## config.mk

```make
export PLATFORM = sky130hd
export DESIGN_NAME = systolic_array
export DESIGN_NICKNAME = d
export VERILOG_FILES = /design/src/verilog/tpu_pkg.sv /design/src/verilog/systolic_array.sv
export VERILOG_INCLUDE_DIRS = /design/src /design/src/verilog
export SDC_FILE = /design/constraint.sdc
export NUM_CORES = 2
export LEC_CHECK = 0
export ABC_AREA = 0
export ABC_CLOCK_PERIOD_IN_PS = 5000
export BUFFER_PORTS_ARGS = -buffer_cell sky130_fd_sc_hd__buf_2
export CAP_MARGIN = 25
export CORE_UTILIZATION = 50
export DETAILED_ROUTE_END_ITERATION = 10
export PLACE_DENSITY = 0.77
export SLEW_MARGIN = 25
export SYNTH_ARGS = -nofsm -noshare
export SYNTH_HDL_FRONTEND = slang
export SYNTH_SLANG_ARGS = --single-unit
```

## constraint.sdc

```tcl
create_clock -name clk -period 5 [get_ports clk]
set_input_delay 1.5 -clock clk [delete_from_list [all_inputs] [get_ports clk]]
set_output_delay 1.5 -clock clk [all_outputs]
set_load 0.01 [all_outputs]
```

## src/verilog/tpu_params.svh

```systemverilog
// build-time constants; MM_DIM fixed at 4, bus halves and status layout assume that value
`ifndef TPU_PARAMS_SVH
`define TPU_PARAMS_SVH

// ==================================================
// array geometry and widths
// ==================================================
`define MM_DIM      4
`define MM_IN_W     8
`define MM_ACC_W    16
`define BUS_ADDR_W  10
`define BUS_DATA_W  32
`define MEM_DEPTH   256

// address bits 9:8
`define REGION_CONTROL 2'd0
`define REGION_INPUT   2'd1
`define REGION_WEIGHT  2'd2
`define REGION_OUTPUT  2'd3

// write data bits 3:0 of a control write
`define OP_RESET    4'd15
`define OP_FILL     4'd1
`define OP_DRAIN    4'd2
`define OP_MULTIPLY 4'd3

`endif

```

## src/verilog/tpu_pkg.sv

```systemverilog
// row and tile types for the accelerator; element 0 always sits in the low bits
`include "tpu_params.svh"

package tpu_pkg;

    // four unsigned operands, element 0 in the low byte
    typedef logic [`MM_DIM-1:0][`MM_IN_W-1:0] operand_row_t;

    // four wrapping sums, element 0 in the low half-word
    typedef logic [`MM_DIM-1:0][`MM_ACC_W-1:0] result_row_t;

    // staging buffer and array weight load, row i is weight row i
    typedef operand_row_t [`MM_DIM-1:0] weight_tile_t;

    // one-cycle command pulse from the bus slave
    typedef enum logic [2:0] {
        CMD_NONE,
        CMD_RESET,
        CMD_FILL,
        CMD_DRAIN,
        CMD_MULTIPLY
    } mm_cmd_e;

endpackage

```

## src/verilog/systolic_array.sv

```systemverilog
// weight-stationary MM_DIM x MM_DIM array, unsigned, sums wrap; latency 2*MM_DIM, one row per cycle
`timescale 1ns/1ns
`include "tpu_params.svh"

module systolic_array (
    input  logic                   clk,
    input  logic                   rst_n,
    input  tpu_pkg::weight_tile_t  weight_tile,
    input  logic                   load_weights,
    input  tpu_pkg::operand_row_t  row,
    input  logic                   row_valid,
    output tpu_pkg::result_row_t   result_row,
    output logic                   result_valid
);

    tpu_pkg::weight_tile_t w_q;
    logic [2*`MM_DIM-1:0]  vld_q;
    logic [`MM_IN_W-1:0]   skew_out [0:`MM_DIM-1];
    logic [`MM_IN_W-1:0]   opnd_q   [0:`MM_DIM-1][0:`MM_DIM-2];
    logic [`MM_ACC_W-1:0]  psum_q   [0:`MM_DIM-1][0:`MM_DIM-1];

    // stationary weights and the valid pipe
    always_ff @(posedge clk) begin
        if (!rst_n) begin
            w_q   <= '0;
            vld_q <= '0;
        end else begin
            if (load_weights) begin
                w_q <= weight_tile;
            end
            vld_q <= {vld_q[2*`MM_DIM-2:0], row_valid};
        end
    end

    assign result_valid = vld_q[2*`MM_DIM-1];

    genvar i, j;

    // ==================================================
    // input skew, element i delayed i+1 cycles
    // ==================================================
    for (i = 0; i < `MM_DIM; i++) begin : g_skew
        logic [`MM_IN_W-1:0] sr [0:i];
        always_ff @(posedge clk) begin
            sr[0] <= row[i];
            for (int k = 1; k <= i; k++) begin
                sr[k] <= sr[k-1];
            end
        end
        assign skew_out[i] = sr[i];
    end

    // ==================================================
    // PE grid, operand moves right, psum moves down
    // ==================================================
    for (i = 0; i < `MM_DIM; i++) begin : g_row
        for (j = 0; j < `MM_DIM; j++) begin : g_col
            logic [`MM_IN_W-1:0]  a_in;
            logic [`MM_ACC_W-1:0] p_in;
            if (j == 0) begin : g_a_edge
                assign a_in = skew_out[i];
            end else begin : g_a_pass
                assign a_in = opnd_q[i][j-1];
            end
            // top row starts from zero
            if (i == 0) begin : g_p_top
                assign p_in = '0;
            end else begin : g_p_pass
                assign p_in = psum_q[i-1][j];
            end
            always_ff @(posedge clk) begin
                psum_q[i][j] <= p_in + a_in * w_q[i][j];
            end
            // rightmost column has nowhere to pass to
            if (j < `MM_DIM - 1) begin : g_fwd
                always_ff @(posedge clk) begin
                    opnd_q[i][j] <= a_in;
                end
            end
        end
    end

    // ==================================================
    // output deskew, column j waits MM_DIM-1-j cycles
    // ==================================================
    for (j = 0; j < `MM_DIM; j++) begin : g_deskew
        if (j == `MM_DIM - 1) begin : g_direct
            assign result_row[j] = psum_q[`MM_DIM-1][j];
        end else begin : g_delay
            logic [`MM_ACC_W-1:0] dr [0:`MM_DIM-2-j];
            always_ff @(posedge clk) begin
                dr[0] <= psum_q[`MM_DIM-1][j];
                for (int k = 1; k <= `MM_DIM - 2 - j; k++) begin
                    dr[k] <= dr[k-1];
                end
            end
            assign result_row[j] = dr[`MM_DIM-2-j];
        end
    end

endmodule

```

==> results.json <==
{
  "synthArstFlopShare": 0,
  "slowest_delay_ps": 520,
  "final_max_slew_viol_count": 0,
  "port_buffers": 228,
  "clkTransAtPathRegs_ps": 70,
  "post_drt_wl_per_cell_um": 14.5,
  "cts_tree": "yes",
  "gp_congestion": 0.874,
  "viasPerCell": 4.86,
  "hold_violations": 0,
  "cts_sinks": 664,
  "ys_types": 68,
  "htreeDepth": 3,
  "power_per_cell_area_nw_per_um2": 450,
  "leakagePower_nw": 30.9,
  "hp-class": "flip-flop to flip-flop",
  "critPathBufInv": 3,
  "cpMaxStageDelayCell": "fa_1",
  "worst_pin_slew_ps": 1020,
  "synthAdderAreaFrac": 0.400,
  "drive_gt1_frac": 0.0631,
  "vdd_drop_max_mv": 0.261,
  "synthesis.nets": 7230,
  "die_y_um": 333,
  "syn_inst": 5758,
  "grt_setup_unrepaired": "false",
  "ys_seq_elements": 664,
  "status": "complete, no violations",
  "ant_nets": 0,
  "syn_to_final_growth_pct": 9.23,
  "pin_count": 229,
  "timing.final.ws_setup_ps": 460,
  "synthMostInstantiatedCell": "inv_1",
  "fp.coreArea_um2": 109000,
  "die_x_um": 333,
  "setup-tns-final_ps": 0,
  "synth_edf_count": 0,
  "max_freq_mhz": 220,
  "cts-buffers-inserted": 77,
  "grt_max_degree": 81,
  "cap_violations": 0,
  "syn_area_per_cell_um2": 9.53,
  "cpMostUsedCell": "fa_1",
  "vias": 36100,
  "grt_pass1_vias": 38200,
  "fin_skew_ps": 27.5,
  "routed_wl_mm": 108,
  "die_area_um2": 111000,
  "antenna_found_initial": 7,
  "grt_pass1_wl_mm": 184,
  "final_core_util": 0.551,
  "postCtsHoldBufs": 0,
  "drcViolationCount": 0,
  "dr.pass1.iters": 5,
  "endpoint_kind": "flip-flop",
  "clkLatencyLatePin_ps": 670,
  "cts_setup_buffers": 0,
  "fin_hold_ws_ps": 322,
  "total_power_w": 0.0270,
  "period_share": 0.908,
  "synth.top_cell.area_share": 0.271,
  "relSlewSlack": 0.318,
  "clockBufferDepth": 3,
  "crit_family": "adder cells",
  "synth-seq-area-share": 0.242,
  "period_minus_slack_ps": 4540,
  "syn-cell-area_um2": 54900,
  "synthFlopType": "dfxtp_1",
  "cts-resized-gates": 0,
  "path_cells": "nand2_1, fa_1, inv_1, fa_1, fa_1, inv_1, fa_1, inv_1, ha_1, a21o_1, or3_1, or3_4, a2111oi_4, nor3b_1",
  "required_ps": 5540,
  "dp_slack_ps": 460,
  "initial_core_util": 0.504,
  "ys_warn_count": 0,
  "nets": 7429,
  "netlist.top_cell.by_area": "fa_1",
  "root_buffer": "clkbuf_16",
  "num_rows": 121,
  "dp_hpwl_mm": 88.1,
  "synth_area_leaders": "fa_1, dfxtp_1, ha_1, inv_1, and2_1",
  "grt.total_usage": 0.200,
  "synth-simple-area-share": 0.150,
  "crit_type": "flip-flop to flip-flop",
  "synth_mux_area_frac": 0.0235,
  "synthXorXnorAreaFrac": 0.0268,
  "overflow": 0,
  "dr.first_iter.drc_count": 1477,
  "synth_common_cells": "inv_1, fa_1, dfxtp_1, and2_1, ha_1",
  "setup_viol": 0,
  "start_kind": "flip-flop",
  "synth_top_family_by_area": "adder cells",
  "arrival_ps": 5080,
  "path_max_fanout": 9,
  "synth_compound_area_frac": 0.0526
}
logic make-up (layout without fill, tap and decap cells):
kind of cell / Yosys count / in the layout
AOI/OAI and AO/OA: 435 / 435
xor gates and xnor gates: 168 / 168
adders and majority gates: 1308 / 1308
buffers and inverters: 1492 / 1753
DFF: 664 / 664
muxes: 129 / 129
other: 0 / 1
and+or+nand+nor: 1562 / 1562
state kept, by name, summed over array words and instances (netlist names):
signal / cells
psum_q: 256
w_q: 128
opnd_q: 96
g_skew.sr: 80
g_deskew.g_delay.dr: 96
vld_q: 8
per-stage QoR:
step,instance area [um2],cells
after floorplan,54900,5758
after global placement,57300,7292
after detailed placement,57300,7292
after CTS,60000,7433
after global routing,60000,7433
final,60000,7434
worst paths after layout:
| check | cells after the start | to | from | slack [ps] |
|---|---|---|---|---|
| max | 14 | psum_q[1][62] | w_q[35] | 460 |
| min | 0 | g_skew[1].sr[0][10] | g_skew[1].sr[0][2] | 320 |
| max reg2reg | 14 | psum_q[1][62] | w_q[35] | 460 |
| min reg2reg | 0 | g_skew[1].sr[0][10] | g_skew[1].sr[0][2] | 320 |
per-layer routing:
layer	global-route usage	share of wire	routed length [um]	vias up
met4	0.0635	0.026	2790	14
met2	0.338	0.47	50400	648
met1	0.262	0.46	50100	17400
met3	0.0347	0.043	4680	188
li1	-	-	-	17900
met5	0	0.00074	80	-
cell type report:
| type | instances | area (um2) |
|---|---|---|
| fill | 9380 | 48900 |
| multi-input combinational | 3602 | 35800 |
| tap | 1414 | 1770 |
| antenna | 1 | 2.50 |
| clock buffer | 100 | 2060 |
| clock inverter | 41 | 611 |
| timing repair buffer | 240 | 1250 |
| inverter | 1372 | 5150 |
| sequential | 664 | 13300 |
where the power goes:
group          leakage [nW]  total [W]  internal (W)  switching, W
clock                  1.27    0.00587       0.00349       0.00238
sequential             5.56    0.00743       0.00679      0.000638
combinational          24.1     0.0137       0.00597       0.00771
total                  30.9     0.0270        0.0163        0.0107
cells in the final DEF (no fill, tap or decap), types with 14 or more instances in the layout:
master     Yosys  final
inv_1       1371   1371
fa_1         744    744
dfxtp_1      664    664
and2_1       617    617
ha_1         564    564
nand2_1      485    485
buf_2          3    226
nor2b_1      168    168
xnor2_1      139    139
mux2i_1      129    129
nor2_1       120    120
a21oi_1      119    119
clkbuf_16      0     77
o21ai_0       59     59
a21o_1        43     43
nor3_1        42     42
o21a_1        33     33
nand3_1       33     33
a31oi_1       33     33
xor2_1        29     29
a211oi_1      24     24
nand4_1       18     18
clkbuf_1      60     18
o211ai_1      14     14
No activity file was read; power rests on OpenSTA's default activity.
