### config.mk
export PLATFORM = sky130hd
export DESIGN_NAME = mm_sequencer
export DESIGN_NICKNAME = d
export VERILOG_FILES = /design/src/verilog/tpu_pkg.sv /design/src/verilog/mm_sequencer.sv
export VERILOG_INCLUDE_DIRS = /design/src /design/src/verilog
export SDC_FILE = /design/constraint.sdc
export NUM_CORES = 1
export LEC_CHECK = 0
export ABC_AREA = 1
export ABC_CLOCK_PERIOD_IN_PS = 4900
export BUFFER_PORTS_ARGS = -buffer_cell sky130_fd_sc_hd__buf_2
export CORE_AREA = 2 2 160 162
export DETAILED_ROUTE_END_ITERATION = 8
export DIE_AREA = 0 0 162 164
export SYNTH_ARGS = -nofsm -noshare
export SYNTH_HDL_FRONTEND = slang
export SYNTH_SLANG_ARGS = --single-unit
### constraint.sdc
create_clock -name clk -period 4.9 [get_ports clk]
set_clock_uncertainty 0.05 [all_clocks]
set_input_delay 0 -clock clk [delete_from_list [all_inputs] [get_ports clk]]
set_output_delay 0 -clock clk [all_outputs]
set_load 0.01 [all_outputs]
### src/verilog/tpu_params.svh
// build-time constants; MM_DIM fixed at 4, bus halves and status layout assume that value
`ifndef TPU_PARAMS_SVH
`define TPU_PARAMS_SVH

// ==================================================
// array geometry and widths
// ==================================================
`define MM_DIM      4
`define MM_IN_W     8
`define MM_ACC_W    16
`define BUS_ADDR_W  10
`define BUS_DATA_W  32
`define MEM_DEPTH   256

// address bits 9:8
`define REGION_CONTROL 2'd0
`define REGION_INPUT   2'd1
`define REGION_WEIGHT  2'd2
`define REGION_OUTPUT  2'd3

// write data bits 3:0 of a control write
`define OP_RESET    4'd15
`define OP_FILL     4'd1
`define OP_DRAIN    4'd2
`define OP_MULTIPLY 4'd3

`endif

### src/verilog/tpu_pkg.sv
// row and tile types for the accelerator; element 0 always sits in the low bits
`include "tpu_params.svh"

package tpu_pkg;

    // four unsigned operands, element 0 in the low byte
    typedef logic [`MM_DIM-1:0][`MM_IN_W-1:0] operand_row_t;

    // four wrapping sums, element 0 in the low half-word
    typedef logic [`MM_DIM-1:0][`MM_ACC_W-1:0] result_row_t;

    // staging buffer and array weight load, row i is weight row i
    typedef operand_row_t [`MM_DIM-1:0] weight_tile_t;

    // one-cycle command pulse from the bus slave
    typedef enum logic [2:0] {
        CMD_NONE,
        CMD_RESET,
        CMD_FILL,
        CMD_DRAIN,
        CMD_MULTIPLY
    } mm_cmd_e;

endpackage

### src/verilog/mm_sequencer.sv
// phase controller; commands during a busy phase are dropped, OP_RESET always aborts
`timescale 1ns/1ns
`include "tpu_params.svh"

module mm_sequencer (
    input  logic                   clk,
    input  logic                   rst_n,
    input  tpu_pkg::mm_cmd_e       cmd,
    input  logic [7:0]             weight_base,
    input  logic [7:0]             input_base,
    input  logic [6:0]             output_base,
    input  tpu_pkg::operand_row_t  weight_rd_data,
    input  tpu_pkg::operand_row_t  input_rd_data,
    input  tpu_pkg::result_row_t   result_row,
    input  logic                   result_valid,
    output logic [7:0]             weight_rd_addr,
    output logic [7:0]             input_rd_addr,
    output logic                   output_wr_en,
    output logic [7:0]             output_wr_addr,
    output tpu_pkg::result_row_t   output_wr_data,
    output tpu_pkg::weight_tile_t  weight_tile,
    output logic                   load_weights,
    output tpu_pkg::operand_row_t  row,
    output logic                   row_valid,
    output logic                   output_done,
    output logic                   weights_loaded,
    output logic                   weights_staged
);

    typedef enum logic [1:0] {S_IDLE, S_FILL, S_DRAIN, S_MULT} state_t;

    localparam int CNT_W = $clog2(`MM_DIM) + 1;

    state_t           state_q;
    logic [CNT_W-1:0] cnt_q;
    logic [CNT_W-1:0] res_cnt_q;
    logic [7:0]       rd_base_q;
    logic [6:0]       out_base_q;
    logic             issue;
    logic             row_valid_q;
    logic             wipe_q;

    // ==================================================
    // datapath hookup
    // ==================================================
    // one base register serves fill and multiply, never both at once
    assign issue          = cnt_q < CNT_W'(`MM_DIM);
    assign weight_rd_addr = rd_base_q + 8'(cnt_q);
    assign input_rd_addr  = rd_base_q + 8'(cnt_q);
    assign row            = input_rd_data;
    assign row_valid      = row_valid_q;
    assign output_wr_en   = result_valid && (state_q == S_MULT);
    assign output_wr_addr = {1'b0, out_base_q} + 8'(res_cnt_q);
    assign output_wr_data = result_row;
    // drain loads staged tile, wipe loads the cleared one
    assign load_weights   = (state_q == S_DRAIN) || wipe_q;

    // ==================================================
    // phase FSM
    // ==================================================
    always_ff @(posedge clk) begin
        if (!rst_n) begin
            state_q        <= S_IDLE;
            cnt_q          <= '0;
            res_cnt_q      <= '0;
            row_valid_q    <= 1'b0;
            wipe_q         <= 1'b0;
            output_done    <= 1'b0;
            weights_loaded <= 1'b0;
            weights_staged <= 1'b0;
        end else begin
            row_valid_q <= 1'b0;
            wipe_q      <= 1'b0;
            if (cmd == tpu_pkg::CMD_RESET) begin
                state_q        <= S_IDLE;
                wipe_q         <= 1'b1;
                output_done    <= 1'b0;
                weights_loaded <= 1'b0;
                weights_staged <= 1'b0;
            end else begin
                case (state_q)
                    S_IDLE: begin
                        cnt_q     <= '0;
                        res_cnt_q <= '0;
                        // each phase clears its own done flag on entry
                        case (cmd)
                            tpu_pkg::CMD_FILL: begin
                                state_q        <= S_FILL;
                                weights_staged <= 1'b0;
                            end
                            tpu_pkg::CMD_DRAIN: begin
                                state_q        <= S_DRAIN;
                                weights_loaded <= 1'b0;
                            end
                            tpu_pkg::CMD_MULTIPLY: begin
                                state_q     <= S_MULT;
                                output_done <= 1'b0;
                            end
                            default: state_q <= S_IDLE;
                        endcase
                    end
                    S_FILL: begin
                        // last row lands while cnt sits at MM_DIM
                        cnt_q <= cnt_q + 1'b1;
                        if (!issue) begin
                            weights_staged <= 1'b1;
                            state_q        <= S_IDLE;
                        end
                    end
                    S_DRAIN: begin
                        weights_loaded <= 1'b1;
                        weights_staged <= 1'b0;
                        state_q        <= S_IDLE;
                    end
                    default: begin
                        // multiply, reads go out back to back
                        if (issue) begin
                            cnt_q <= cnt_q + 1'b1;
                        end
                        row_valid_q <= issue;
                        if (result_valid) begin
                            res_cnt_q <= res_cnt_q + 1'b1;
                            if (res_cnt_q == CNT_W'(`MM_DIM - 1)) begin
                                output_done <= 1'b1;
                                state_q     <= S_IDLE;
                            end
                        end
                    end
                endcase
            end
        end
    end

    // bases latched at command start, host may rewrite them meanwhile
    always_ff @(posedge clk) begin
        if (state_q == S_IDLE && cmd == tpu_pkg::CMD_FILL) begin
            rd_base_q <= weight_base;
        end
        if (state_q == S_IDLE && cmd == tpu_pkg::CMD_MULTIPLY) begin
            rd_base_q  <= input_base;
            out_base_q <= output_base;
        end
    end

    // staging tile, row k arrives one cycle after its read
    always_ff @(posedge clk) begin
        if (!rst_n || cmd == tpu_pkg::CMD_RESET) begin
            weight_tile <= '0;
        end else if (state_q == S_FILL && cnt_q != '0) begin
            weight_tile[cnt_q - 1'b1] <= weight_rd_data;
        end
    end

endmodule

==> results.yml <==
final_layout:
  nNetsFinal: 1434
  drive_gt1_share_pct: 21.0
  final_area_sq_um: 10100
  syn_to_final_growth_pct: 34.7
  antennaDiodeCount: 0
synth:
  syn-num-nets: 1182
  synth_seq_cells: 156
  yosysWarnings: 0
  avgSynthCellArea_sq_um: 7.47
  synth.distinct_cells: 33
  ys_seq_area_share_pct: 43.7
  syn_inst: 1004
  synth.cell_area_sq_um: 7500
pwr:
  vdd_drop_max_mv: 0.261
  power_density_nw_per_um2: 326
  p_leak_nw: 4.82
timing:
  setup_viol: 0
  drv_slew: 0
  relSlewSlack_pct: 38.3
  period_needed_ps: 2960
  layout_setup_ws_ps: 1940
  rsz0062_at_grt: "no"
  hold_viol_final: 0
  fin_crit_sh_pct: 60.4
  tightest_slew_ps: 925
  tns_ps: 0
  fmax_ghz: 0.338
grt:
  grt_overflow: 0
  antenna_found_initial: 0
  grt_use_total_pct: 14.9
  grt_pass1_wl_mm: 31.5
  grt_max_degree: 115
  grt_pass1_vias: 6372
outcome:
  status: "finished clean"
setup_path:
  critPathRequiredTime_ps: 5020
  path_common_cell: "nand2_1"
  startpoint_type: "flop"
  endpoint_kind: "flop"
  crit_type: "reg -> reg"
  critPathTopFamily: "buffers and inverters"
  cp_max_fo: 15
  critical_path_arrival_ps: 3080
  critPathSlowestCell: "dlygate4sd3_1"
  r2r_slack_ps: 1940
  critPathMaxStageDelay_ps: 550
  worst-path-buf-inv: 4
  crit_chain: "inv_1 > ha_1 > inv_1 > nor2_1 > nand2_1 > clkinv_1 > nand2_1 > nand2_1 > dlygate4sd3_1"
clock_network:
  clk-insertion-delay-late_ps: 420
  cts_htree_levels: 4
  cts_made_buffers: 17
  clk_path_buf_depth: 2
  cts_tree: "done"
  root_buffer: "clkbuf_16"
  clk_pin_slew_ps: 80
  cts.sinks: 156
detailed_routing:
  routed.top_layer: "met4"
  vias: 6777
  drc: 0
  dr.pass1.iters: 4
  wl_met1_mm: 8.87
  wl_met3_mm: 1.11
  wl_per_cell_um: 12.8
  wl_mm: 20.5
  met2_length_mm: 9.96
  drtIter0Drc: 413
  drtAntennaViolNets: 0
  vias_per_cell: 4.24
floorplanning:
  num_rows: 58
  die_y_um: 164
  floorplan.initialDensity_pct: 30.2
  core-area_sq_um: 24800
  die_w_um: 162
  die_area_sq_um: 26600
  boundaryPins: 411
placed_design:
  place.gp.congestion: 0.781
  hpwl_mm: 12.8
  post-place-ws_ps: 2530
  io_buffers: 218
  placed_cell_area_sq_um: 7940
min_path:
  hold_class: "in -> reg"
run:
  cap_violations: 0
==> cells by family (layout without fill, tap and decap cells) <==
kind of cell	Yosys count	after routing	synth area share, %
and+or+nand+nor	502	502	26.9
adders and majority gates	21	21	3.70
buffers and inverters	233	498	19.0
DFF	156	156	43.7
xor gates and xnor gates	10	10	1.17
AOI/OAI and AO/OA	82	82	5.54
==> final timing paths <==
| check | startpoint | endpoint | cells after the start |
|---|---|---|---|
| worst min-delay path | output_base[2] | out_base_q[2]$_DFFE_PP_ | 2 |
| worst max-delay path | state_q[0]$_SDFFE_PP0P_ | rd_base_q[6]$_DFFE_PP_ | 9 |
| worst min register to register | weight_tile[96]$_SDFFE_PP0P_ | weight_tile[96]$_SDFFE_PP0P_ | 2 |
| worst max register to register | state_q[0]$_SDFFE_PP0P_ | rd_base_q[6]$_DFFE_PP_ | 9 |
==> sequential cells by signal, indices dropped and copies added (netlist names) <==
name            cells
out_base_q          7
state_q             2
wipe_q              1
row_valid           1
weights_staged      1
output_done         1
cnt_q               3
weights_loaded      1
rd_base_q           8
weight_tile       128
res_cnt_q           3
==> where the power goes <==
| group | leakage, nW | switching, mW | total, mW | internal [mW] |
|---|---|---|---|---|
| Sequential | 1.27 | 0.0338 | 1.36 | 1.33 |
| Clock | 0.281 | 0.582 | 1.31 | 0.727 |
| Combinational | 3.27 | 0.357 | 0.628 | 0.271 |
| Total | 4.82 | 0.972 | 3.30 | 2.33 |
==> synthesized netlist by cell type <==
| master | count | area, sq um |
|---|---|---|
| xnor2_1 | 3 | 26.3 |
| inv_1 | 85 | 319 |
| dfxtp_1 | 141 | 2820 |
| edfxtp_1 | 15 | 450 |
| nor2_1 | 214 | 803 |
| nand2_1 | 256 | 961 |
| ha_1 | 19 | 238 |
| clkinv_1 | 1 | 3.75 |
| nor2_8 | 3 | 60.1 |
| buf_1 | 1 | 3.75 |
| inv_2 | 2 | 7.51 |
| a21oi_1 | 42 | 210 |
| nor3_1 | 2 | 10.0 |
| nand2_2 | 3 | 18.8 |
| nand2_4 | 1 | 11.3 |
| nand4_2 | 1 | 12.5 |
| clkbuf_1 | 6 | 22.5 |
| o21ai_1 | 4 | 20.0 |
| buf_6 | 18 | 203 |
| nand3_1 | 10 | 50.1 |
| buf_4 | 106 | 796 |
| a21o_1 | 1 | 7.51 |
| nor2_4 | 1 | 11.3 |
| buf_2 | 14 | 70.1 |
| or3_1 | 1 | 6.26 |
| fa_1 | 2 | 40.0 |
| xor2_1 | 7 | 61.3 |
| o21bai_1 | 1 | 7.51 |
| nand4_1 | 5 | 31.3 |
| o21ai_0 | 34 | 170 |
| nand3_2 | 3 | 30.0 |
| or2_2 | 1 | 6.26 |
| nand3b_1 | 1 | 7.51 |
==> cell type report <==
type                    count  area (sq um)
clock buffers              19           443
clock inverters            13           133
fillers                  2553         14700
inverters                  88           330
multi-input cells         615          2810
flip-flops and latches    156          3270
well taps                 330           413
repair buffers            378          2700
==> stage by stage <==
stage          hold slack, ps  std cells  utilization (%)  power [mW]
5_1_grt                   210       1599             40.7        3.48
3_3_place_gp            -49.9       1409             32.0        1.88
3_5_place_dp            -49.9       1409             32.0        1.89
2_1_floorplan            41.8       1004                -        1.82
4_1_cts                   209       1599             40.7        3.34
6_report                  234       1599             40.7        3.30
==> placed cells by master, fill, tap and decap left out, types with 3 or more instances in the layout <==
cell	count
inv_1	85
nor2_1	214
clkbuf_16	17
xnor2_1	3
buf_2	218
edfxtp_1	15
clkinv_4	5
nor2_8	3
dfxtp_1	141
ha_1	19
nand3_2	3
nand3_1	10
nand2_2	3
nand4_1	5
a21oi_1	42
o21ai_1	4
nand2_1	256
o21ai_0	34
dlygate4sd3_1	158
inv_6	4
xor2_1	7
==> metal layers <==
| layer | global-route usage [%] | vias up |
|---|---|---|
| li1 | - | 3463 |
| met1 | 17.6 | 3007 |
| met2 | 26.7 | 273 |
| met3 | 2.80 | 34 |
| met4 | 5.75 | 0 |
| met5 | 0 | - |
==> repair_timing <==
| action | 4_1_cts | 5_1_grt |
|---|---|---|
| hold buffers | 158 | 0 |
| endpoints found under the hold margin | 249 | 0 |
| resized for setup | 0 | 0 |
| setup buffers | 0 | 0 |
Note: power is estimated with default switching activity, not from simulation.
