==> src/verilog/tpu_params.svh <==
// build-time constants; MM_DIM fixed at 4, bus halves and status layout assume that value
`ifndef TPU_PARAMS_SVH
`define TPU_PARAMS_SVH

// ==================================================
// array geometry and widths
// ==================================================
`define MM_DIM      4
`define MM_IN_W     8
`define MM_ACC_W    16
`define BUS_ADDR_W  10
`define BUS_DATA_W  32
`define MEM_DEPTH   256

// address bits 9:8
`define REGION_CONTROL 2'd0
`define REGION_INPUT   2'd1
`define REGION_WEIGHT  2'd2
`define REGION_OUTPUT  2'd3

// write data bits 3:0 of a control write
`define OP_RESET    4'd15
`define OP_FILL     4'd1
`define OP_DRAIN    4'd2
`define OP_MULTIPLY 4'd3

`endif

==> src/verilog/tpu_pkg.sv <==
// row and tile types for the accelerator; element 0 always sits in the low bits
`include "tpu_params.svh"

package tpu_pkg;

    // four unsigned operands, element 0 in the low byte
    typedef logic [`MM_DIM-1:0][`MM_IN_W-1:0] operand_row_t;

    // four wrapping sums, element 0 in the low half-word
    typedef logic [`MM_DIM-1:0][`MM_ACC_W-1:0] result_row_t;

    // staging buffer and array weight load, row i is weight row i
    typedef operand_row_t [`MM_DIM-1:0] weight_tile_t;

    // one-cycle command pulse from the bus slave
    typedef enum logic [2:0] {
        CMD_NONE,
        CMD_RESET,
        CMD_FILL,
        CMD_DRAIN,
        CMD_MULTIPLY
    } mm_cmd_e;

endpackage

==> src/verilog/mm_bus_slave.sv <==
// bus slave without wait states or byte enables; readdata is valid one cycle after the read strobe
`timescale 1ns/1ns
`include "tpu_params.svh"

module mm_bus_slave (
    input  logic                      clk,
    input  logic                      rst_n,
    input  logic [`BUS_ADDR_W-1:0]    address,
    input  logic                      write,
    input  logic                      read,
    input  logic [`BUS_DATA_W-1:0]    writedata,
    input  tpu_pkg::result_row_t      output_rd_data,
    input  logic                      output_done,
    input  logic                      weights_loaded,
    input  logic                      weights_staged,
    output logic [`BUS_DATA_W-1:0]    readdata,
    output logic                      input_wr_en,
    output logic                      weight_wr_en,
    output logic [7:0]                mem_wr_addr,
    output tpu_pkg::operand_row_t     mem_wr_data,
    output logic [7:0]                output_rd_addr,
    output tpu_pkg::mm_cmd_e          cmd,
    output logic [7:0]                weight_base,
    output logic [7:0]                input_base,
    output logic [6:0]                output_base
);

    logic [1:0] region;
    logic       ctrl_wr;
    logic [1:0] rd_region_q;
    logic       half_q;
    logic [2:0] status_q;
    logic [7:0] rd_row_q;

    // ==================================================
    // write side
    // ==================================================
    assign region       = address[9:8];
    assign ctrl_wr      = write && (region == `REGION_CONTROL);
    assign input_wr_en  = write && (region == `REGION_INPUT);
    assign weight_wr_en = write && (region == `REGION_WEIGHT);
    assign mem_wr_addr  = address[7:0];
    assign mem_wr_data  = writedata;

    // opcode decode, unknown codes fall through to none
    always_ff @(posedge clk) begin
        if (!rst_n) begin
            cmd <= tpu_pkg::CMD_NONE;
        end else begin
            cmd <= tpu_pkg::CMD_NONE;
            if (ctrl_wr) begin
                case (writedata[3:0])
                    `OP_RESET:    cmd <= tpu_pkg::CMD_RESET;
                    `OP_FILL:     cmd <= tpu_pkg::CMD_FILL;
                    `OP_DRAIN:    cmd <= tpu_pkg::CMD_DRAIN;
                    `OP_MULTIPLY: cmd <= tpu_pkg::CMD_MULTIPLY;
                    default:      cmd <= tpu_pkg::CMD_NONE;
                endcase
            end
        end
    end

    // bases ride along with their command
    always_ff @(posedge clk) begin
        if (ctrl_wr && writedata[3:0] == `OP_FILL) begin
            weight_base <= writedata[11:4];
        end
        if (ctrl_wr && writedata[3:0] == `OP_MULTIPLY) begin
            input_base  <= writedata[11:4];
            output_base <= writedata[18:12];
        end
    end

    // ==================================================
    // read side
    // ==================================================
    // hold last output row address so the data stays put between reads
    assign output_rd_addr = (read && region == `REGION_OUTPUT) ? {1'b0, address[7:1]} : rd_row_q;

    always_ff @(posedge clk) begin
        if (read && region == `REGION_OUTPUT) begin
            rd_row_q <= {1'b0, address[7:1]};
        end
    end

    // select info registered in step with the memory read
    always_ff @(posedge clk) begin
        if (!rst_n) begin
            rd_region_q <= `REGION_CONTROL;
            half_q      <= 1'b0;
            status_q    <= '0;
        end else if (read) begin
            rd_region_q <= region;
            half_q      <= address[0];
            status_q    <= {output_done, weights_loaded, weights_staged};
        end
    end

    always_comb begin
        case (rd_region_q)
            `REGION_CONTROL: readdata = {29'd0, status_q};
            // half 1 carries elements 2 and 3
            `REGION_OUTPUT:  readdata = half_q ? {output_rd_data[3], output_rd_data[2]}
                                               : {output_rd_data[1], output_rd_data[0]};
            default:         readdata = '0;
        endcase
    end

endmodule

==> config.mk <==
export PLATFORM = sky130hd
export DESIGN_NAME = mm_bus_slave
export DESIGN_NICKNAME = d
export VERILOG_FILES = /design/src/verilog/tpu_pkg.sv /design/src/verilog/mm_bus_slave.sv
export VERILOG_INCLUDE_DIRS = /design/src /design/src/verilog
export SDC_FILE = /design/constraint.sdc
export NUM_CORES = 1
export LEC_CHECK = 0
export ABC_AREA = 1
export BUFFER_PORTS_ARGS = -buffer_cell sky130_fd_sc_hd__buf_2
export CAP_MARGIN = 0
export CORE_MARGIN = 5
export CORE_UTILIZATION = 33
export CTS_CLUSTER_DIAMETER = 30
export DETAILED_ROUTE_END_ITERATION = 12
export PLACE_DENSITY_LB_ADDON = 0.1
export SLEW_MARGIN = 5
export SYNTH_ARGS = -nofsm -noshare
export SYNTH_HDL_FRONTEND = slang
export SYNTH_SLANG_ARGS = --single-unit
==> constraint.sdc <==
create_clock -name clk -period 1.3 [get_ports clk]
set_clock_uncertainty 0.15 [all_clocks]
set_input_delay 0.065 -clock clk [delete_from_list [all_inputs] [get_ports clk]]
set_output_delay 0.065 -clock clk [all_outputs]
set_load 0.01 [all_outputs]
==> run_results.csv, run 1 <==
group,metric,value,unit
yosys,synth_area,2320,um^2
placement,hpwl,5960,um
yosys,synth_fa_ha_area_frac,0.0108,
placement,placed_cell_area,3350,um^2
min_path,hp-class,"in -> reg",
clock_tree,cts_root_buffer,"clkbuf_8",
routing,antenna_left,0,
global_routing,top_usage_layer,"met2",
yosys,syn_nets,382,
clock_tree,path_clk_slew,0.08,ns
cells_and_area,final_util,0.604,
setup_path,critPathBufInv,4,
sta,rsz0062_at_grt,"true",
floorplan,pin_count,221,
yosys,synth_compound_area_frac,0.0609,
yosys,synth_top_family_by_area,"simple AND/OR/NAND/NOR gates",
cells_and_area,drive_above_1_share,0.572,
power,ir_drop,0.506,mV
floorplan,die_h,93.8,um
setup_path,worstReg2RegEnd,"half_q",
yosys,avgSynthCellArea,8.69,um^2
sta,hold_viol,3,
power,p_total,3.31,mW
power,p_per_area,802,nW/um^2
routing,vias,2541,
power,p_leak,2.03,nW
floorplan,dieArea,8810,um^2
yosys,synthCells,267,
routing,drt-pass1-iter-count,4,
run_status,status,"complete, but fails checks",
setup_path,cp_max_fo,8,
placement,io_buffers,194,
min_path,hold_path_end,"cmd[1]",
yosys,ys_seq_area_frac,0.444,
global_routing,grt_pass1_vias,2546,
yosys,synth_warnings,0,
min_path,hold_path_depth,4,
setup_path,crit_family,"buffers and inverters",
cells_and_area,multi_input_area,1050,um^2
clock_tree,numCtsBuffers,5,
clock_tree,cts.sinks,40,
sta,slew_violations,0,
setup_path,cp-start-kind,"flip-flop",
floorplan,core,6830,um^2
run_status,violations,"negative hold slack, negative setup slack",
placement,place_congestion,0.733,
sta,setup_slack,-0.391,ns
setup_path,cpPeakStageDelay,0.36,ns
cells_and_area,fillCellCount,631,
setup_path,cp.arrival,1.48,ns
routing,vias_per_cell,4.35,
routing,wl_per_cell,13.5,um
floorplan,initial_core_util,0.340,
power,clkPwrFrac,0.310,
run,max-cap-violations,0,
cells_and_area,syn_to_final_growth,78.0,%
routing,first_iter_violations,41,
floorplan,rows,30,
global_routing,met2_usage,0.339,
cells_and_area,final_area,4130,um^2
routing,routed_wl,7870,um
setup_path,reg2reg_depth,3,
power,switching_share,0.275,
global_routing,grt_pass1_wl,12100,um
min_path,worstHoldStart,"address[8]",
cells_and_area,layout_commonest_cell,"buf_2",
floorplan,die_w,93.8,um
sta,min_period,1.69,ns
clock_tree,cts_tree,"built",
yosys,synth-simple-area-share,0.277,
yosys,synth_cell_types,21,
sta,slew_headroom,0.854,
power,combPwrFrac,0.264,
setup_path,critPathKind,"reg -> out",
yosys,synth-seq-cells,40,
global_routing,use_met1,0.167,
cells_and_area,nets,602,
yosys,synth_xor_area_frac,0,
setup_path,end_kind,"output port",
routing,post-route-drc-count,0,
setup_path,crit_path_cell_trace,"inv_4, ha_4, inv_4, nand2_8, buf_12, nor3_4, buf_2",
sta,fmax,591,MHz
power,sequentialPowerShare,0.426,
global_routing,grt_overflow,0,
global_routing,grt_use_met3,0.0585,
sta,worst_pin_slew,0.218,ns
setup_path,crit_required,1.09,ns
cells_and_area,num_antenna_cells,0,
sta,setup_viol,55,
power,p_int,2.40,mW
sta,whs,-0.0351,ns
power,p_switching,0.912,mW
setup_path,r2r_start,"half_q",
setup_path,regToRegSetupSlack,0.27,ns
setup_path,crit_top_cell,"inv_4",
global_routing,grt_max_degree,25,
setup_path,crit_slowest_cell,"dfxtp_4",
cells_and_area,layout_common_cells,"buf_2 (191), nor2_1 (65), dlygate4sd3_1 (46), nor3_4 (23), edfxtp_1 (23)",
clock_tree,htreeDepth,2,
clock_tree,clk_latency,0.28,ns
cells_and_area,final-seq-area,1040,um^2
global_routing,grt_usage,0.172,
clock_tree,clk_path_buf_depth,2,
sta,period_share,1.30,
yosys,synth_mux_area_frac,0,
global_routing,antenna_found_initial,0,
synth_stat cells:
library cell | instances | share of area
buf_6 | 6 | 0.029
nor3b_1 | 1 | 0.0032
buf_4 | 41 | 0.13
inv_2 | 1 | 0.0016
nand3_2 | 1 | 0.0043
nor2_1 | 67 | 0.11
nand2_1 | 22 | 0.036
o21ai_0 | 7 | 0.015
nand3_1 | 5 | 0.011
dfxtp_1 | 17 | 0.15
nand2_4 | 1 | 0.0049
nor3_2 | 19 | 0.082
buf_2 | 3 | 0.0065
inv_1 | 23 | 0.037
nand2_2 | 2 | 0.0054
a21oi_1 | 9 | 0.019
nand4_1 | 1 | 0.0027
edfxtp_1 | 23 | 0.30
ha_1 | 2 | 0.011
o21ai_2 | 7 | 0.026
nor3_1 | 9 | 0.019
through the flow:
stage	instances	hold WS [ns]	setup WS [ns]	setup TNS [ns]
2_1_floorplan	267	0.00436	-0.0391	-0.0391
3_3_place_gp	526	-0.0199	-0.135	-2.86
3_5_place_dp	526	-0.0199	-0.174	-3.76
4_1_cts	583	0.00979	-0.421	-16.48
5_1_grt	584	0.00578	-0.485	-19.20
6_report	584	-0.0351	-0.391	-15.43
power by group through the flow:
stage          combinational [mW]  sequential (mW)  clock [mW]
3_5_place_dp                0.702             1.44           0
4_1_cts                     0.858             1.41        1.07
3_3_place_gp                0.695             1.44           0
6_report                    0.876             1.41        1.03
2_1_floorplan               0.461             1.44           0
5_1_grt                     0.966             1.42        1.13
flip-flops by register name, indices dropped and copies added, names as in the netlist:
| signal | cells |
|---|---|
| half_q | 1 |
| output_base | 7 |
| input_base | 8 |
| weight_base | 8 |
| rd_row_q | 8 |
| cmd | 3 |
| rd_region_q | 2 |
| status_q | 3 |
timing repair:
item | in CTS | in global routing
hold endpoints to repair | 52 | 2
buffers inserted | 1 | 2
gates cloned | 1 | 0
pin swaps | 11 | 7
resized for setup | 21 | 16
endpoints found under the setup margin | 32 | 57
hold buffers | 47 | 4
worst max path at each step:
stage                               from           end  slack [ns]  cells after the start
after floorplan           rd_region_q[0]  readdata[11]       -0.04                      6
after global placement    rd_region_q[0]  readdata[18]       -0.13                      7
after detailed placement  rd_region_q[1]  readdata[20]       -0.17                      7
after CTS                 rd_region_q[0]  readdata[29]       -0.42                      7
after global routing      rd_region_q[1]  readdata[30]       -0.49                      7
final                     rd_region_q[1]  readdata[26]       -0.39                      7
worst reg2reg max path, stage by stage, from the launching register on:
cell     delay (ns)
dfxtp_1        0.43
inv_2          0.10
buf_4          0.17
a21oi_1        0.13
cell type report:
type                       instances  area share
timing repair buffer             263       0.415
multi-input combinational        153       0.254
inverter                          24      0.0230
clock buffer                       5      0.0167
sequential                        40       0.251
tap                               96      0.0291
clock inverter                     3      0.0112
routing by layer:
layer | up-vias | share of wire | wire [um]
met2 | 126 | 0.54 | 4230
met1 | 1147 | 0.35 | 2750
li1 | 1260 | - | -
met4 | 0 | 0.012 | 92
met5 | - | 0 | 0
met3 | 8 | 0.10 | 793
cells by family after synthesis:
family                     Yosys count
AOI/OAI and AO/OA                   23
DFF                                 40
buffers and inverters               74
adders and majority gates            2
and+or+nand+nor                    128
No activity file was read; power rests on OpenSTA's default activity.
==> run 2: changes to the inputs <==
--- a/config.mk
+++ b/config.mk
@@ -10,7 +10,7 @@
 export BUFFER_PORTS_ARGS = -buffer_cell sky130_fd_sc_hd__buf_2
 export CAP_MARGIN = 0
 export CORE_MARGIN = 5
-export CORE_UTILIZATION = 33
+export CORE_UTILIZATION = 40
 export CTS_CLUSTER_DIAMETER = 30
 export DETAILED_ROUTE_END_ITERATION = 12
 export PLACE_DENSITY_LB_ADDON = 0.1
==> constraint.sdc (replaced) <==
create_clock -name clk -period 2 [get_ports clk]
set_clock_uncertainty 0.15 [all_clocks]
set_input_delay 0.1 -clock clk [delete_from_list [all_inputs] [get_ports clk]]
set_output_delay 0.1 -clock clk [all_outputs]
set_load 0.01 [all_outputs]
==> run 2 against run 1 <==
- the flow now finishes without violations
- largest power group unchanged
- sequential cell count did not move
- sequential share of layout area rose by 4.0 points
- worst hold slack improved by 0.048 ns
- critical endpoint is now readdata[18]
- clock-buffer cell count did not move
- worst setup slack improved by 0.56 ns
- first-iteration DRC count rose by 78%
- combinational power fell by 47%
- wire length fell by 12%
- power fell by 38%
==> run_results.csv, run 2 (synthesis gave the netlist of run 1 again) <==
group,metric,value,unit
run_status,status,"finished clean",
power,p_leak,1.83,nW
setup_path,regToRegSetupSlack,0.65,ns
placement,place_congestion,0.759,
clock_tree,clk_latency,0.28,ns
setup_path,crit_path_cell_trace,"inv_1, ha_2, inv_4, nand2_8, nor3_1, buf_2",
floorplan,dieArea,7420,um^2
setup_path,critPathKind,"reg -> out",
routing,antenna_left,0,
min_path,worstHoldStart,"writedata[3]",
floorplan,core,5570,um^2
routing,wl_per_cell,13.1,um
global_routing,antenna_found_initial,0,
power,combPwrFrac,0.225,
setup_path,cp-start-kind,"flip-flop",
cells_and_area,reg_top3,"input_base: 8 flops, rd_row_q: 8 flops, weight_base: 8 flops",
setup_path,cp_max_fo,14,
setup_path,worstSetupPathDepth,6,
placement,dp_cells,487,
sta,fmax,546,MHz
global_routing,grt_max_degree,34,
clock_tree,clk_path_buf_depth,2,
setup_path,reg2reg_depth,3,
clock_tree,cts_setup_buffers,0,
clock_tree,cts.sinks,40,
setup_path,crit_start,"rd_region_q[0]",
cells_and_area,syn_to_final_growth,52.6,%
routing,vias_per_cell,4.47,
sta,worst_pin_slew,0.517,ns
global_routing,grt_usage,0.179,
cells_and_area,layout_commonest_cell,"buf_2",
sta,setup_tns,0,ns
routing,post-route-drc-count,0,
sta,period_share,0.915,
global_routing,grt_pass1_vias,2351,
clock_tree,cts_tree,"built",
placement,placed_cell_area,3020,um^2
setup_path,cp.arrival,1.58,ns
sta,setup_slack,0.169,ns
clock_tree,htreeDepth,2,
global_routing,grt_pass1_wl,10700,um
routing,vias,2379,
placement,post-place-ws,0.280,ns
sta,rsz0062_at_grt,"false",
setup_path,crit_family,"flip-flops",
clock_tree,numCtsBuffers,5,
setup_path,critPathBufInv,3,
setup_path,crit_required,1.75,ns
power,p_int,1.50,mW
routing,routed_wl,6960,um
power,switching_share,0.264,
power,sequentialPowerShare,0.449,
cells_and_area,final_area,3540,um^2
floorplan,die_w,86.2,um
sta,slew_headroom,0.655,
setup_path,crit_slowest_cell,"dfxtp_1",
placement,io_buffers,194,
cells_and_area,layout_common_cells,"buf_2 (193), nor2_1 (67), dlygate4sd3_1 (36), edfxtp_1 (23)",
setup_path,worstReg2RegEnd,"rd_region_q[1]",
routing,drt-pass1-iter-count,4,
sta,setup_viol,0,
placement,hpwl,5340,um
setup_path,cpPeakStageDelay,0.34,ns
setup_path,r2r_start,"rd_region_q[1]",
power,clkPwrFrac,0.326,
sta,hold_viol,0,
cells_and_area,nets,574,
setup_path,end_kind,"output port",
cells_and_area,drive_above_1_share,0.526,
cells_and_area,instances_no_fill,532,
routing,first_iter_violations,73,
run,max-cap-violations,0,
power,p_switching,0.539,mW
power,p_per_area,577,nW/um^2
clock_tree,path_clk_slew,0.07,ns
min_path,hold_path_depth,4,
floorplan,pin_count,221,
cells_and_area,num_antenna_cells,0,
global_routing,grt_overflow,0,
floorplan,die_h,86.2,um
floorplan,rows,27,
min_path,hp-class,"in -> reg",
power,ir_drop,0.492,mV
sta,min_period,1.83,ns
floorplan,initial_core_util,0.416,
min_path,hold_path_end,"cmd[2]",
clock_tree,cts_root_buffer,"clkbuf_8",
sta,slew_violations,0,
==> run 2: cell types whose count changed in the layout (fill, tap and decap cells not counted), moves of 3 or more <==
cell	before	now
dlygate4sd3_1	46	36
a21oi_2	3	0
nor3_1	0	8
nor3_2	5	20
inv_1	19	22
a21oi_1	6	9
buf_12	5	0
buf_4	15	5
nor3_4	23	0
buf_6	5	0
==> run 2: tightest hold or removal path: stages <==
cell and delay, ns:
buf_2 0.10, nor2_1 0.07, nand3_1 0.10, nor2_1 0.04
==> run 2: cell type report <==
type / count / area, um^2
multi-input cells: 154 / 847
flip-flops and latches: 40 / 1030
inverters: 24 / 92.6
repair buffers: 234 / 1360
clock inverters: 3 / 46.3
fillers: 507 / 2030
clock buffers: 5 / 68.8
well taps: 72 / 90.1
==> run 2: layer usage <==
layer  vias to the layer above  global-route usage  part of all wire
met5                         -                   0                 0
met4                         0              0.0590             0.020
met3                        15              0.0548              0.11
met2                       124               0.331              0.51
met1                      1034               0.191              0.36
li1                       1206                   -                 -
==> run 2: worst max path at each step <==
stage / endpoint / slack [ns]
after floorplan: readdata[11] / 0.52
after global placement: readdata[9] / 0.32
after detailed placement: readdata[9] / 0.28
after CTS: cmd[0] / 0.03
after global routing: readdata[12] / 0.04
final: readdata[18] / 0.17
==> run 2: power by group through the flow <==
stage | Combinational, mW | Clock (mW) | Sequential [mW]
finish | 0.460 | 0.665 | 0.916
global route | 0.514 | 0.710 | 0.921
CTS | 0.457 | 0.685 | 0.916
detailed placement | 0.393 | 0 | 0.935
global placement | 0.388 | 0 | 0.934
floorplan | 0.269 | 0 | 0.934
==> run 2: metrics by stage <==
| step | power [mW] | utilization | hold WS (ns) |
|---|---|---|---|
| after floorplan | 1.20 | - | 0.0394 |
| after global placement | 1.32 | 0.542 | 0.0501 |
| after detailed placement | 1.33 | 0.542 | 0.0501 |
| after CTS | 2.06 | 0.633 | 0.00551 |
| after global routing | 2.14 | 0.635 | 0.0500 |
| final | 2.04 | 0.635 | 0.0133 |
==> run 2: repair_timing <==
action / in CTS / in global routing
gates resized for setup: 2 / 6
hold buffers: 37 / 0
endpoints found under the setup margin: 16 / 23
cloned: 1 / 0
hold endpoints to repair: 39 / 0
==> run 3: changes to the inputs <==
--- a/config.mk
+++ b/config.mk
@@ -10,7 +10,7 @@
 export BUFFER_PORTS_ARGS = -buffer_cell sky130_fd_sc_hd__buf_2
 export CAP_MARGIN = 0
 export CORE_MARGIN = 5
-export CORE_UTILIZATION = 40
+export CORE_UTILIZATION = 37
 export CTS_CLUSTER_DIAMETER = 30
 export DETAILED_ROUTE_END_ITERATION = 12
 export PLACE_DENSITY_LB_ADDON = 0.1
==> run 3 against run 2 <==
- clock-buffer cell count unchanged
- sequential power about the same
- power down 1.1%
- first-iteration DRC count down 23%
- global-route usage down 1.6 points
- register-to-register slack about the same
- cell count up 0.38%
- largest cell class unchanged
- highest routed layer unchanged
==> run_results.csv, run 3 (synthesis gave the netlist of run 1 again) <==
group,metric,value,unit
run_status,status,"finished clean",
global_routing,grt_max_degree,30,
sta,setup_tns,0,ns
placement,hpwl,5420,um
cells_and_area,nets,573,
run,max-cap-violations,0,
cells_and_area,drive_above_1_share,0.525,
clock_tree,numCtsBuffers,5,
setup_path,cp-start-kind,"flip-flop",
floorplan,die_h,89.2,um
clock_tree,htreeDepth,2,
routing,post-route-drc-count,0,
sta,min_period,1.83,ns
power,p_leak,1.82,nW
setup_path,critPathBufInv,3,
setup_path,crit_path_cell_trace,"inv_1, ha_2, inv_4, nand2_8, nor3_1, buf_2",
cells_and_area,final-seq-area,1030,um^2
setup_path,end_kind,"output port",
setup_path,cpPeakStageDelay,0.33,ns
global_routing,grt_pass1_vias,2270,
sta,rsz0062_at_grt,"false",
routing,antenna_left,0,
clock_tree,cts.sinks,40,
sta,fmax,548,MHz
sta,setup_viol,0,
sta,slew_headroom,0.758,
cells_and_area,fillCellCount,619,
setup_path,crit_slowest_cell,"dfxtp_1",
placement,io_buffers,194,
cells_and_area,reg_top3,"input_base: 8 flops, rd_row_q: 8 flops, weight_base: 8 flops",
routing,vias_per_cell,4.37,
routing,first_iter_violations,56,
cells_and_area,layout_common_cells,"buf_2 (194), nor2_1 (67), dlygate4sd3_1 (34), edfxtp_1 (23)",
power,p_per_area,572,nW/um^2
power,ir_drop,0.438,mV
sta,slew_violations,0,
routing,wl_per_cell,13.0,um
floorplan,initial_core_util,0.385,
floorplan,core,6030,um^2
floorplan,pin_count,221,
floorplan,rows,28,
routing,drt-pass1-iter-count,5,
clock_tree,clk_latency,0.28,ns
placement,placed_cell_area,3040,um^2
setup_path,crit_family,"buffers and inverters",
setup_path,cp.arrival,1.58,ns
clock_tree,path_clk_slew,0.08,ns
routing,vias,2334,
global_routing,antenna_found_initial,0,
cells_and_area,final_area,3530,um^2
floorplan,dieArea,7950,um^2
placement,place_congestion,0.735,
routing,routed_wl,6950,um
global_routing,grt_usage,0.163,
clock_tree,cts_setup_buffers,0,
sta,worst_pin_slew,0.362,ns
min_path,hp-class,"in -> reg",
setup_path,crit_required,1.75,ns
clock_tree,clk_path_buf_depth,2,
cells_and_area,layout_commonest_cell,"buf_2",
cells_and_area,multi_input_area,842,um^2
cells_and_area,num_antenna_cells,0,
global_routing,grt_overflow,0,
sta,period_share,0.913,
clock_tree,cts_root_buffer,"clkbuf_8",
floorplan,die_w,89.2,um
sta,hold_viol,0,
cells_and_area,syn_to_final_growth,52.3,%
global_routing,grt_pass1_wl,10100,um
clock_tree,cts_tree,"built",
setup_path,critPathKind,"reg -> out",
setup_path,cp_max_fo,14,
[run 3: metal layers]
metal,vias to the layer above,global-route usage,part of all wire
li1,1199,-,-
met1,1006,0.175,0.36
met2,123,0.309,0.52
met3,6,0.0479,0.12
met4,0,0.0406,0.0079
met5,-,0,0
[run 3: timing repair]
action,in CTS,in global routing
gates resized for setup,1,5
endpoints found under the hold margin,39,0
gates cloned,0,1
pin swaps,0,0
hold buffers,34,0
endpoints found under the setup margin,14,28
[run 3: area by class of cell]
cell class	instances	area share
sequential	40	0.292
inverter	24	0.0262
tap	75	0.0266
clock inverter	3	0.0120
clock buffer	5	0.0195
multi-input combinational	154	0.238
timing repair buffer	233	0.385
[run 3: worst reg2reg max path, cell delays in order, from the launching register on]
cell           delay, ns
dfxtp_1             0.32
o21ai_0             0.17
nor2_1              0.05
dlygate4sd3_1       0.54
[run 3: per-stage QoR]
step / utilization / setup WS, ns / hold WS, ns / std cells / power (mW)
global placement: 0.505 / 0.301 / 0.0501 / 491 / 1.32
global route: 0.586 / 0.0580 / 0.0307 / 534 / 2.13
finish: 0.586 / 0.174 / 0.00628 / 534 / 2.02
floorplan: - / 0.521 / 0.0394 / 267 / 1.20
detailed placement: 0.505 / 0.279 / 0.0501 / 491 / 1.33
CTS: 0.582 / 0.00232 / 0.000247 / 533 / 2.03
[run 3: path summary, 6_finish.rpt]
| kind | slack, ns | endpoint | startpoint | cells after the start |
|---|---|---|---|---|
| worst min register to register | 0.29 | rd_row_q[7] | rd_row_q[7] | 2 |
| worst min-delay path | 0.006 | cmd[0] | writedata[2] | 4 |
| worst max register to register | 0.66 | status_q[2] | status_q[2] | 3 |
| worst max-delay path | 0.17 | readdata[7] | rd_region_q[0] | 6 |
[run 3: power by group]
group          internal, mW  switching (mW)
logic                 0.224           0.234
registers             0.903          0.0132
clock network         0.369           0.276
total                  1.50           0.523
